### src/hdl/boa_pkg.sv
// Decode stage shared types
package boa_pkg;

    // Register width.
    localparam int xlen = 32;

    // Major opcodes, instruction bits 6 to 2.
    typedef enum logic [4:0] {
        LOAD     = 5'b00000,
        LOAD_FP  = 5'b00001,
        MISC_MEM = 5'b00011,
        OP_IMM   = 5'b00100,
        AUIPC    = 5'b00101,
        STORE    = 5'b01000,
        STORE_FP = 5'b01001,
        AMO      = 5'b01011,
        OP       = 5'b01100,
        LUI      = 5'b01101,
        MADD     = 5'b10000,
        MSUB     = 5'b10001,
        NMSUB    = 5'b10010,
        NMADD    = 5'b10011,
        OP_FP    = 5'b10100,
        BRANCH   = 5'b11000,
        JALR     = 5'b11001,
        JAL      = 5'b11011,
        SYSTEM   = 5'b11100
    } rv_opcode_e;

    // ALU funct3 values that need extra field checks.
    typedef enum logic [2:0] {
        ADD = 3'b000,
        SLL = 3'b001,
        SRL = 3'b101
    } rv_alu_e;

    // Trap cause for an unrecognised instruction.
    localparam logic [3:0] cause_illegal_insn = 4'd2;

    // Fetch to decode.
    typedef struct packed {
        logic            valid;
        logic [31:1]     pc;
        logic [31:0]     insn;
        logic            trap;
        logic [3:0]      cause;
    } fetch_t;

    // Decode to execute.
    typedef struct packed {
        logic            valid;
        logic [31:1]     pc;
        logic [31:0]     insn;
        logic            use_rd;
        logic [xlen-1:0] rs1_val;
        logic [xlen-1:0] rs2_val;
        logic            branch;
        logic            branch_predict;
        logic            trap;
        logic [3:0]      cause;
    } decode_out_t;

    // Register write-back port.
    typedef struct packed {
        logic            we;
        logic [4:0]      rd;
        logic [xlen-1:0] wdata;
    } writeback_t;

    // Branch report back to fetch.
    typedef struct packed {
        logic            is_xret;
        logic            is_jump;
        logic            is_branch;
        logic            predict;
        logic            use_rs1;
        logic [31:1]     target;
    } branch_info_t;

endpackage

### src/hdl/boa_regfile.sv
// Integer register file
`timescale 1ns/1ps

module boa_regfile (
    input  logic                      clk,
    input  logic                      rst,
    input  boa_pkg::writeback_t       wb,
    input  logic [4:0]                rs1,
    input  logic [4:0]                rs2,
    output logic [boa_pkg::xlen-1:0]  rs1_val,
    output logic [boa_pkg::xlen-1:0]  rs2_val
);

    // x0 has no storage.
    logic [boa_pkg::xlen-1:0] regs [31:1];

    // Combinational read, so a same-cycle write is not seen yet.
    always_comb begin
        rs1_val = '0;
        rs2_val = '0;
        if (rs1 != 5'd0) begin
            rs1_val = regs[rs1];
        end
        if (rs2 != 5'd0) begin
            rs2_val = regs[rs2];
        end
    end

    // Write port.
    always_ff @(posedge clk) begin
        if (rst) begin
            for (int i = 1; i < 32; i++) begin
                regs[i] <= '0;
            end
        end else if (wb.we && (wb.rd != 5'd0)) begin
            regs[wb.rd] <= wb.wdata;
        end
    end

endmodule

### src/hdl/boa_insn_decoder.sv
// RV32 instruction decoder
`timescale 1ns/1ps

module boa_insn_decoder #(
    parameter bit has_m = 1'b1
) (
    input  logic [31:0] insn,
    output logic        recognised,
    output logic        use_rd
);

    boa_pkg::rv_opcode_e opcode;
    logic [2:0]          funct3;
    logic [6:0]          funct7;
    logic                valid_op_imm;
    logic                valid_op;
    logic                valid_system;

    assign opcode = boa_pkg::rv_opcode_e'(insn[6:2]);
    assign funct3 = insn[14:12];
    assign funct7 = insn[31:25];

    // OP-IMM checks, shift amounts are only 5 bits wide on RV32.
    always_comb begin
        if (funct3 == boa_pkg::SLL) begin
            valid_op_imm = (funct7 == 7'd0);
        end else if (funct3 == boa_pkg::SRL) begin
            // SRLI or SRAI.
            valid_op_imm = (insn[31] == 1'b0) && (insn[29:25] == 5'd0);
        end else begin
            valid_op_imm = 1'b1;
        end
    end

    // OP checks on funct7.
    always_comb begin
        case (funct7)
            7'd0: begin
                valid_op = 1'b1;
            end
            7'd1: begin
                // Multiply and divide.
                valid_op = has_m;
            end
            7'd32: begin
                // SUB and SRA only.
                valid_op = (funct3 == boa_pkg::ADD) || (funct3 == boa_pkg::SRL);
            end
            default: begin
                valid_op = 1'b0;
            end
        endcase
    end

    // SYSTEM checks.
    always_comb begin
        if (funct3 == 3'b000) begin
            // Privileged forms, rs1 and rd must be zero.
            case (insn[31:7])
                {12'h000, 13'd0}: valid_system = 1'b1;
                {12'h001, 13'd0}: valid_system = 1'b1;
                {12'h302, 13'd0}: valid_system = 1'b1;
                {12'h105, 13'd0}: valid_system = 1'b1;
                default:          valid_system = 1'b0;
            endcase
        end else begin
            // CSR access.
            valid_system = (funct3 != 3'b100);
        end
    end

    // Per-opcode validity.
    always_comb begin
        recognised = 1'b0;
        if (insn[1:0] == 2'b11) begin
            case (opcode)
                boa_pkg::LOAD: begin
                    recognised = (funct3 != 3'd3) && (funct3 < 3'd6);
                end
                boa_pkg::MISC_MEM: begin
                    // FENCE or FENCE.I.
                    recognised = (funct3[2:1] == 2'b00);
                end
                boa_pkg::OP_IMM: recognised = valid_op_imm;
                boa_pkg::AUIPC:  recognised = 1'b1;
                boa_pkg::STORE: begin
                    recognised = (funct3 <= 3'd2);
                end
                boa_pkg::OP:     recognised = valid_op;
                boa_pkg::LUI:    recognised = 1'b1;
                boa_pkg::BRANCH: begin
                    recognised = (funct3 != 3'd2) && (funct3 != 3'd3);
                end
                boa_pkg::JALR: begin
                    recognised = (funct3 == 3'd0);
                end
                boa_pkg::JAL:    recognised = 1'b1;
                boa_pkg::SYSTEM: recognised = valid_system;
                // No float or atomic support.
                boa_pkg::LOAD_FP,
                boa_pkg::STORE_FP,
                boa_pkg::AMO,
                boa_pkg::MADD,
                boa_pkg::MSUB,
                boa_pkg::NMSUB,
                boa_pkg::NMADD,
                boa_pkg::OP_FP: begin
                    recognised = 1'b0;
                end
                default: begin
                    recognised = 1'b0;
                end
            endcase
        end
    end

    // Destination register use.
    always_comb begin
        case (opcode)
            boa_pkg::LOAD,
            boa_pkg::OP_IMM,
            boa_pkg::AUIPC,
            boa_pkg::OP,
            boa_pkg::LUI,
            boa_pkg::JALR,
            boa_pkg::JAL: begin
                use_rd = 1'b1;
            end
            boa_pkg::SYSTEM: begin
                use_rd = (funct3 != 3'b000);
            end
            default: begin
                use_rd = 1'b0;
            end
        endcase
    end

endmodule

### src/hdl/boa_branch_unit.sv
// Branch target unit
`timescale 1ns/1ps

module boa_branch_unit (
    input  logic [31:0]               insn,
    input  logic [31:1]               pc,
    input  logic [boa_pkg::xlen-1:0]  rs1_val,
    output boa_pkg::branch_info_t     info
);

    boa_pkg::rv_opcode_e opcode;
    logic [31:0]         imm_j;
    logic [31:0]         imm_b;
    logic [31:0]         imm_i;
    logic [31:0]         add_lhs;
    logic [31:0]         add_rhs;
    logic [31:0]         add_res;

    assign opcode = boa_pkg::rv_opcode_e'(insn[6:2]);

    // Sign-extended immediates.
    assign imm_j = {{12{insn[31]}}, insn[19:12], insn[20], insn[30:21], 1'b0};
    assign imm_b = {{20{insn[31]}}, insn[7], insn[30:25], insn[11:8], 1'b0};
    assign imm_i = {{20{insn[31]}}, insn[31:20]};

    // Adder operand select.
    always_comb begin
        case (opcode)
            boa_pkg::JAL: begin
                add_lhs = {pc, 1'b0};
                add_rhs = imm_j;
            end
            boa_pkg::BRANCH: begin
                add_lhs = {pc, 1'b0};
                add_rhs = imm_b;
            end
            boa_pkg::JALR: begin
                add_lhs = rs1_val;
                add_rhs = imm_i;
            end
            default: begin
                add_lhs = {pc, 1'b0};
                add_rhs = '0;
            end
        endcase
    end

    assign add_res = add_lhs + add_rhs;

    // Classification.
    always_comb begin
        info           = '0;
        info.target    = add_res[31:1];
        // Static prediction from the offset sign.
        info.predict   = insn[31];
        info.is_jump   = (opcode == boa_pkg::JAL) || (opcode == boa_pkg::JALR);
        info.is_branch = (opcode == boa_pkg::BRANCH);
        info.use_rs1   = (opcode == boa_pkg::JALR);
        // MRET pattern.
        info.is_xret   = (opcode == boa_pkg::SYSTEM) && insn[21] && insn[28];
    end

endmodule

### src/hdl/boa_stage_id.sv
// Instruction decode stage
`timescale 1ns/1ps

module boa_stage_id #(
    parameter bit has_m = 1'b1
) (
    input  logic                      clk,
    input  logic                      rst,
    input  logic                      clear,
    input  logic                      stall,
    input  boa_pkg::fetch_t           fetch,
    input  boa_pkg::writeback_t       wb,
    input  logic                      fw_rs1,
    input  logic [boa_pkg::xlen-1:0]  fw_val,
    output boa_pkg::decode_out_t      decoded,
    output boa_pkg::branch_info_t     branch
);

    boa_pkg::fetch_t          bar;
    logic [boa_pkg::xlen-1:0] rs1_val;
    logic [boa_pkg::xlen-1:0] rs2_val;
    logic [boa_pkg::xlen-1:0] bu_rs1_val;
    logic                     recognised;
    logic                     use_rd;

    // Pipeline barrier, held while stalled.
    always_ff @(posedge clk) begin
        if (rst) begin
            bar.valid <= 1'b0;
            bar.trap  <= 1'b0;
        end else if (!stall) begin
            bar <= fetch;
        end
    end

    boa_regfile i_regfile (
        .clk     (clk),
        .rst     (rst),
        .wb      (wb),
        .rs1     (bar.insn[19:15]),
        .rs2     (bar.insn[24:20]),
        .rs1_val (rs1_val),
        .rs2_val (rs2_val)
    );

    boa_insn_decoder #(
        .has_m (has_m)
    ) i_decoder (
        .insn       (bar.insn),
        .recognised (recognised),
        .use_rd     (use_rd)
    );

    // Forwarded RS1 for JALR.
    assign bu_rs1_val = fw_rs1 ? fw_val : rs1_val;

    boa_branch_unit i_branch_unit (
        .insn    (bar.insn),
        .pc      (bar.pc),
        .rs1_val (bu_rs1_val),
        .info    (branch)
    );

    // Output to execute.
    always_comb begin
        decoded                = '0;
        decoded.pc             = bar.pc;
        decoded.insn           = bar.insn;
        decoded.use_rd         = use_rd;
        decoded.rs1_val        = rs1_val;
        decoded.rs2_val        = rs2_val;
        decoded.branch         = branch.is_branch;
        decoded.branch_predict = branch.predict;
        decoded.valid          = bar.valid && recognised && !clear;
        // Fetch traps take priority over decode errors.
        decoded.trap           = !clear && (bar.trap || (bar.valid && !recognised));
        decoded.cause          = bar.trap ? bar.cause : boa_pkg::cause_illegal_insn;
    end

endmodule

### config.mk
export PLATFORM = sky130hd
export DESIGN_NAME = boa_stage_id
export DESIGN_NICKNAME = d
export VERILOG_FILES = /design/src/hdl/boa_pkg.sv /design/src/hdl/boa_regfile.sv /design/src/hdl/boa_insn_decoder.sv /design/src/hdl/boa_branch_unit.sv /design/src/hdl/boa_stage_id.sv
export SDC_FILE = /design/constraint.sdc
export NUM_CORES = 2
export LEC_CHECK = 0
export BUFFER_PORTS_ARGS = -buffer_cell sky130_fd_sc_hd__buf_2
export CAP_MARGIN = 20
export CORE_ASPECT_RATIO = 2
export CORE_MARGIN = 2
export CORE_UTILIZATION = 50
export DETAILED_ROUTE_END_ITERATION = 10
export PLACE_DENSITY_LB_ADDON = 0.25
export SYNTH_ARGS = -nofsm -noshare
export SYNTH_HDL_FRONTEND = slang
export SYNTH_HIERARCHICAL = 1
export SYNTH_SLANG_ARGS = --single-unit
### constraint.sdc
create_clock -name clk -period 7.6 [get_ports clk]
set_input_delay 1.14 -clock clk [delete_from_list [all_inputs] [get_ports clk]]
set_output_delay 1.14 -clock clk [all_outputs]
set_load 0.02 [all_outputs]
# --- Word-level counts from Yosys, hierarchy flattened ---
# Memory sizes are Yosys's and may differ from the RTL's. A register that Yosys moved wholly into a read port is not among the register bits.
# Index checks and enable logic that the tools add are counted.
# W data, S select, Z words.
op_classes:
  add_sub_neg: 1
  mul: 0
  n_div: 0
  order_cmp: 2
  n_eq_ne: 21
  n_shift: 0
  n_mux: 24
  n_bitwise: 3
  n_reduce_logical: 31
op_table:
  columns: ["op", "n"]
  rows:
  - ["$mux W32", 5]
  - ["$pmux W32 S3", 1]
  - ["$add A32 B32 Y32", 1]
  - ["$reduce_or A32 Y1", 1]
  - ["$eq A25 B14 Y1 const B", 1]
  - ["$eq A25 B22 Y1 const B", 1]
  - ["$eq A25 B23 Y1 const B", 1]
  - ["$logic_not A25 Y1", 1]
  - ["$eq A5 B5 Y1 const B", 4]
  - ["$eq A5 B4 Y1 const B", 3]
  - ["$mux W5", 3]
  - ["$reduce_bool A5 Y1", 3]
  - ["$mux W1", 11]
  - ["$eq A5 B3 Y1 const B", 2]
  - ["$logic_and A1 B1 Y1", 10]
  - ["$logic_not A5 Y1", 2]
  - ["$pmux W1 S9", 1]
  - ["$eq A7 B1 Y1 const B", 1]
  - ["$eq A7 B6 Y1 const B", 1]
  - ["$logic_not A7 Y1", 1]
  - ["$reduce_or A7 Y1", 1]
  - ["$ne A3 B2 Y1 const B", 2]
  - ["$eq A5 B2 Y1 const B", 1]
  - ["$mux W4", 1]
  - ["other kinds (17)", 23]
word_totals:
  regBits: 69
  latch_bits: 0
  ram_bits: 992
  romBits: 0
  inputBits: 144
  n_memories: 1
memory_table:
  columns: ["name", "words", "width", "rd", "rd_ports_with_merged_regs", "wr", "line_no", "source"]
  rows:
  - ["i_regfile.regs", 31, 32, 2, 2, 31, "boa_regfile.sv:15", "logic [boa_pkg::xlen-1:0] regs [31:1];"]

# --- Depth between registers and ports, before layout ---
depth:
  depth_word: 10
  ltp_mapped: 22
  depth_no_buf: 17

# --- Modules after synthesis ---
# Netlist, hierarchy kept.
by_module_without_submodules:
  columns: ["module", "n_inst", "cells_per_inst", "area_each_um2"]
  rows:
  - ["boa_regfile", 1, 3500, 54225.8]
  - ["boa_stage_id", 1, 184, 3171.8]
  - ["boa_branch_unit", 1, 289, 2149.6]
  - ["boa_insn_decoder", 1, 62, 415.4]

# --- Least setup slack after synthesis ---
# Ideal clock, no wire load.
synth_timing:
  kind: "register to output"
  startpoint: "register bar (netlist bit decoded[87])"
  endpoint: "output port branch[20] (netlist name)"
  t_arrival_ps: 5140
  required_time_ps: 6460
  path_slack_ps: 1320
  stages_incl_launch_ff: 22
  path_cell_list: "edfxtp_1 > buf_2 > buf_6 > buf_6 > buf_2 > buf_4 > mux2i_1 > o22ai_1 > a2111oi_1 > nor3_1 > mux2_4 > mux2_2 > ha_1 > a21oi_2 > o41ai_4 > a2111oi_2 > nor3_2 > or3_1 > a211o_1 > a31oi_2 > o21ai_1 > xor2_1"
synth_rtl:
  columns: ["item", "line_no", "source"]
  rows:
  - ["from (decl)", "boa_stage_id.sv:19", "boa_pkg::fetch_t bar;"]
  - ["from (signal assigned)", "boa_stage_id.sv:32", "bar <= fetch;"]
  - ["to (decl)", "boa_stage_id.sv:16", "output boa_pkg::branch_info_t branch"]

==> out/qor.csv <==
stage;metric;value;unit
timing;timing.final.crit_share;0.9914;
grt;via_count_of_the_first_global_routing_pass;39960;
cts;clock_tree.htree_level_count;3;
timing;slew_headroom;0.2169;
cts;clockRootBuffer;sky130_fd_sc_hd__clkbuf_16;
synthesis;dominantRegCellSynth;sky130_fd_sc_hd__edfxtp_1;
critical_path;number_of_buffers_and_inverters_on_the_critical_path;4;
floorplanning;die_area;0.1229;mm2
placement;count_of_port_buffers_added_during_placement;315;
placement;dp_hpwl;125.9;mm
cts;holdBufCountCts;0;
timing;setup-tns-final;0;ns
flow_run;max_cap_viol_count;0;
routing;detail_route.wirelength;198.7;mm
synthesis;ys_seq_elements;1093;
routing;drt_drc_violations_left;0;
cts;clockBufferDepth;3;
routing;vias_per_cell;6.708;
final_layout;multi_input_comb_area;0.02513;mm2
critical_path;crit_path_capture_type;output pin;
timing;final-hold-violation-count;0;
timing;worst-slew-pin-transition;1.175;ns
grt;fraction_of_met1_tracks_used_by_global_routing;0.3679;
timing;final_worst_path_period_need;7.535;ns
routing;route.detailed.wl_per_inst;34.17;um
grt;grtUsageTotal;0.3187;
hold_path;hold_class;reg -> reg;
synthesis;ys_types;87;
timing;max_clock_freq;132.7;MHz
final_layout;layout.cell_area.non_filler;0.06648;mm2
final_layout;final_cells;5813;
floorplanning;row_count;179;
floorplanning;top_level_ports;316;
power;worst_ir_drop_on_vdd;0.1666;mV
grt;initial_antenna_violation_count;8;
floorplanning;fp.coreArea;0.1189;mm2
synthesis;synth.largest_area_cell;sky130_fd_sc_hd__edfxtp_1;
critical_path;setup.worst_path.class;reg -> out;
grt;overflow;0;
timing;maximum_clock_skew_at_final_layout;0;ns
synthesis;synth_edf_count;1091;
placement;dp_cells;5611;
power;powerDensity;220.9;mW/mm2
synthesis;syn_area_per_cell;14.86;um2
status;status;completed;
final_layout;area_growth_syn_to_layout;10.86;%
synthesis;yosys_warnings;6;
synthesis;synth.yosys.seq_area_share;0.5470;
critical_path;timing.critical_path.cells;buf_4, nor2b_4, buf_4, a221o_1, a21oi_1, nor4_1, mux2_4, mux2_2, ha_1, inv_1, a21oi_1, a2111oi_4, nor3_4, or3_1, a211o_1, a31oi_2, o21ai_1, xor2_1, buf_2;
grt;grt_most_used_layer;met2;
timing;final_critical_path_setup_slack;0.06527;ns
floorplanning;initial_utilization;0.5042;
placement;weighted_congestion_at_the_end_of_routability_driven_global_placement;0.9260;
routing;dr.pass1.iters;6;
final_layout;layout.area.seq;0.03280;mm2
synthesis;asyncSetResetFlopFracSynth;0;
grt;grt_use_met2;0.5587;
placement;preCtsSetupSlack;0.4361;ns
critical_path;timing.critical_path.slowest_stage_cell;sky130_fd_sc_hd__nor4_1;
synthesis;syn_inst;4035;
critical_path;critical_path_arrival;6.39;ns
placement;placed_area;0.06276;mm2
routing;dr.first_iter.drc_count;4070;
final_layout;drive_above_1_share;0.3081;
floorplanning;fp.dieW;248.9;um
grt;maximum_number_of_pins_on_one_net_before_global_route_repair;136;
timing;setup_viol_count_final;0;
grt;grt.met3_usage;0.05737;
critical_path;critPathRequiredTime;6.46;ns
critical_path;critical_path.top_delay_family;simple AND/OR/NAND/NOR gates;
cts;worstSkewPairLatency;0.72;ns
final_layout;fin_nets;4354;
routing;route.vias.total;39000;
grt;grt_pass1_wl;278.7;mm
critical_path;critPathMaxStageDelay;0.71;ns
cts;clk_pin_slew;0.07;ns
routing;postRouteAntennaNets;0;
final_layout;final.fill_count;9191;
critical_path;crit_path_max_fanout;13;
synthesis;syn-cell-area;0.05996;mm2
timing;slew_viol_final;0;
synthesis;synth_top_cell_area_share;0.5464;
power;static-leakage-power;23.63;nW
critical_path;cp_startpoint_kind;register;
cts;cts_tree;done;
cts;tritoncts_num_sinks;1093;
cts;tritoncts.num_buffers;100;
synthesis;synth.top_cells.by_area;sky130_fd_sc_hd__edfxtp_1, sky130_fd_sc_hd__mux4_2, sky130_fd_sc_hd__and2_1;
synthesis;synth_top_cells_by_count;sky130_fd_sc_hd__edfxtp_1, sky130_fd_sc_hd__and2_1, sky130_fd_sc_hd__mux4_2, sky130_fd_sc_hd__clkbuf_1, sky130_fd_sc_hd__mux2i_1;
floorplanning;die_y;493.7;um
synthesis;yosysMostFrequentCell;sky130_fd_sc_hd__edfxtp_1;
[cell families (layout without fill, tap and decap cells)]
kind of cell / count (synthesis) / count (layout) / synth area share
XOR/XNOR: 32 / 32 / 0.004674
buffers and inverters: 484 / 686 / 0.04213
multiplexers: 721 / 721 / 0.2225
adder cells (fa/ha/maj): 25 / 25 / 0.005342
AO/OA/AOI/OAI: 370 / 370 / 0.04626
AND/OR/NAND/NOR: 1309 / 1309 / 0.1320
flip-flops: 1093 / 1093 / 0.5470
other: 1 / 39 / 0.00006254
[layout make-up]
class	instances	area share
flip-flops and latches	1093	0.4934
clock buffers	114	0.03843
repair buffers	485	0.04890
well taps	1538	0.02895
clock inverters	71	0.01114
diodes	7	0.0002635
inverters	16	0.0009034
multi-input cells	2489	0.3780
[repair_timing]
item	in CTS	in global routing
resized for setup	8	38
pin swaps	0	1
hold endpoints to repair	0	0
setup endpoints to repair	10	8
gates cloned	0	5
setup buffers	3	1
[worst min-delay path, stage by stage (launching register included)]
cell and delay, ns:
sky130_fd_sc_hd__dfxtp_1 0.34, sky130_fd_sc_hd__mux2i_1 0.08, sky130_fd_sc_hd__nor2_1 0.07
[routing by layer]
metal  vias up  part of all wire
met5         -           0.00011
li1      15750                 -
met1     20090              0.34
met4         4             0.060
met3       644             0.091
met2      2508              0.51
[per-stage QoR]
step                hold WS [ns]  utilization  total power [mW]
CTS                       0.5248       0.5559             14.66
global route              0.5760       0.5589             15.03
global placement          0.4983       0.5273             9.489
detailed placement        0.5129       0.5277             9.530
finish                    0.5199       0.5590             14.68
floorplan                 0.4800            -             8.687
[worst paths after layout]
| check | endpoint | slack, ns | depth (start not counted) | start |
|---|---|---|---|---|
| worst max-delay path | branch[20] | 0.07 | 19 | decoded[90] |
| worst max register to register | bar[4] | 6.91 | 2 | bar[4] |
| worst min-delay path | bar[68] | 0.52 | 2 | bar[68] |
| worst min register to register | bar[68] | 0.52 | 2 | bar[68] |
[layout by cell type, fill, tap and decap left out, drive strengths merged, types with 6 or more instances in the layout]
cell,count
a22oi,17
mux2i,164
xor2,7
nand2b,10
clkbuf,119
nor2b,19
and2,1006
bufinv,12
a211oi,10
or2,38
ha,24
nor4,14
o22ai,106
a22o,54
a2111oi,57
conb,32
a21o,17
mux2,85
clkinvlp,15
edfxtp,1091
diode,7
nand3,18
buf,480
a21oi,44
mux4,472
clkinv,37
nor3,63
o21ai,19
a31oi,6
inv,23
nor2,67
xnor2,25
nand2,39
[state kept, by name (all words and copies together) (netlist names)]
| name | flops |
|---|---|
| i_regfile/regs | 1024 |
| decoded | 63 |
| bar | 6 |
[report_power, final]
part	total [mW]	leakage, nW	internal, mW	switching, mW
clock network	5.21	1.57	2.84	2.36
logic	2.30	11.7	0.949	1.35
registers	7.18	10.4	6.97	0.208
Note: power is estimated with default switching activity, not from simulation.
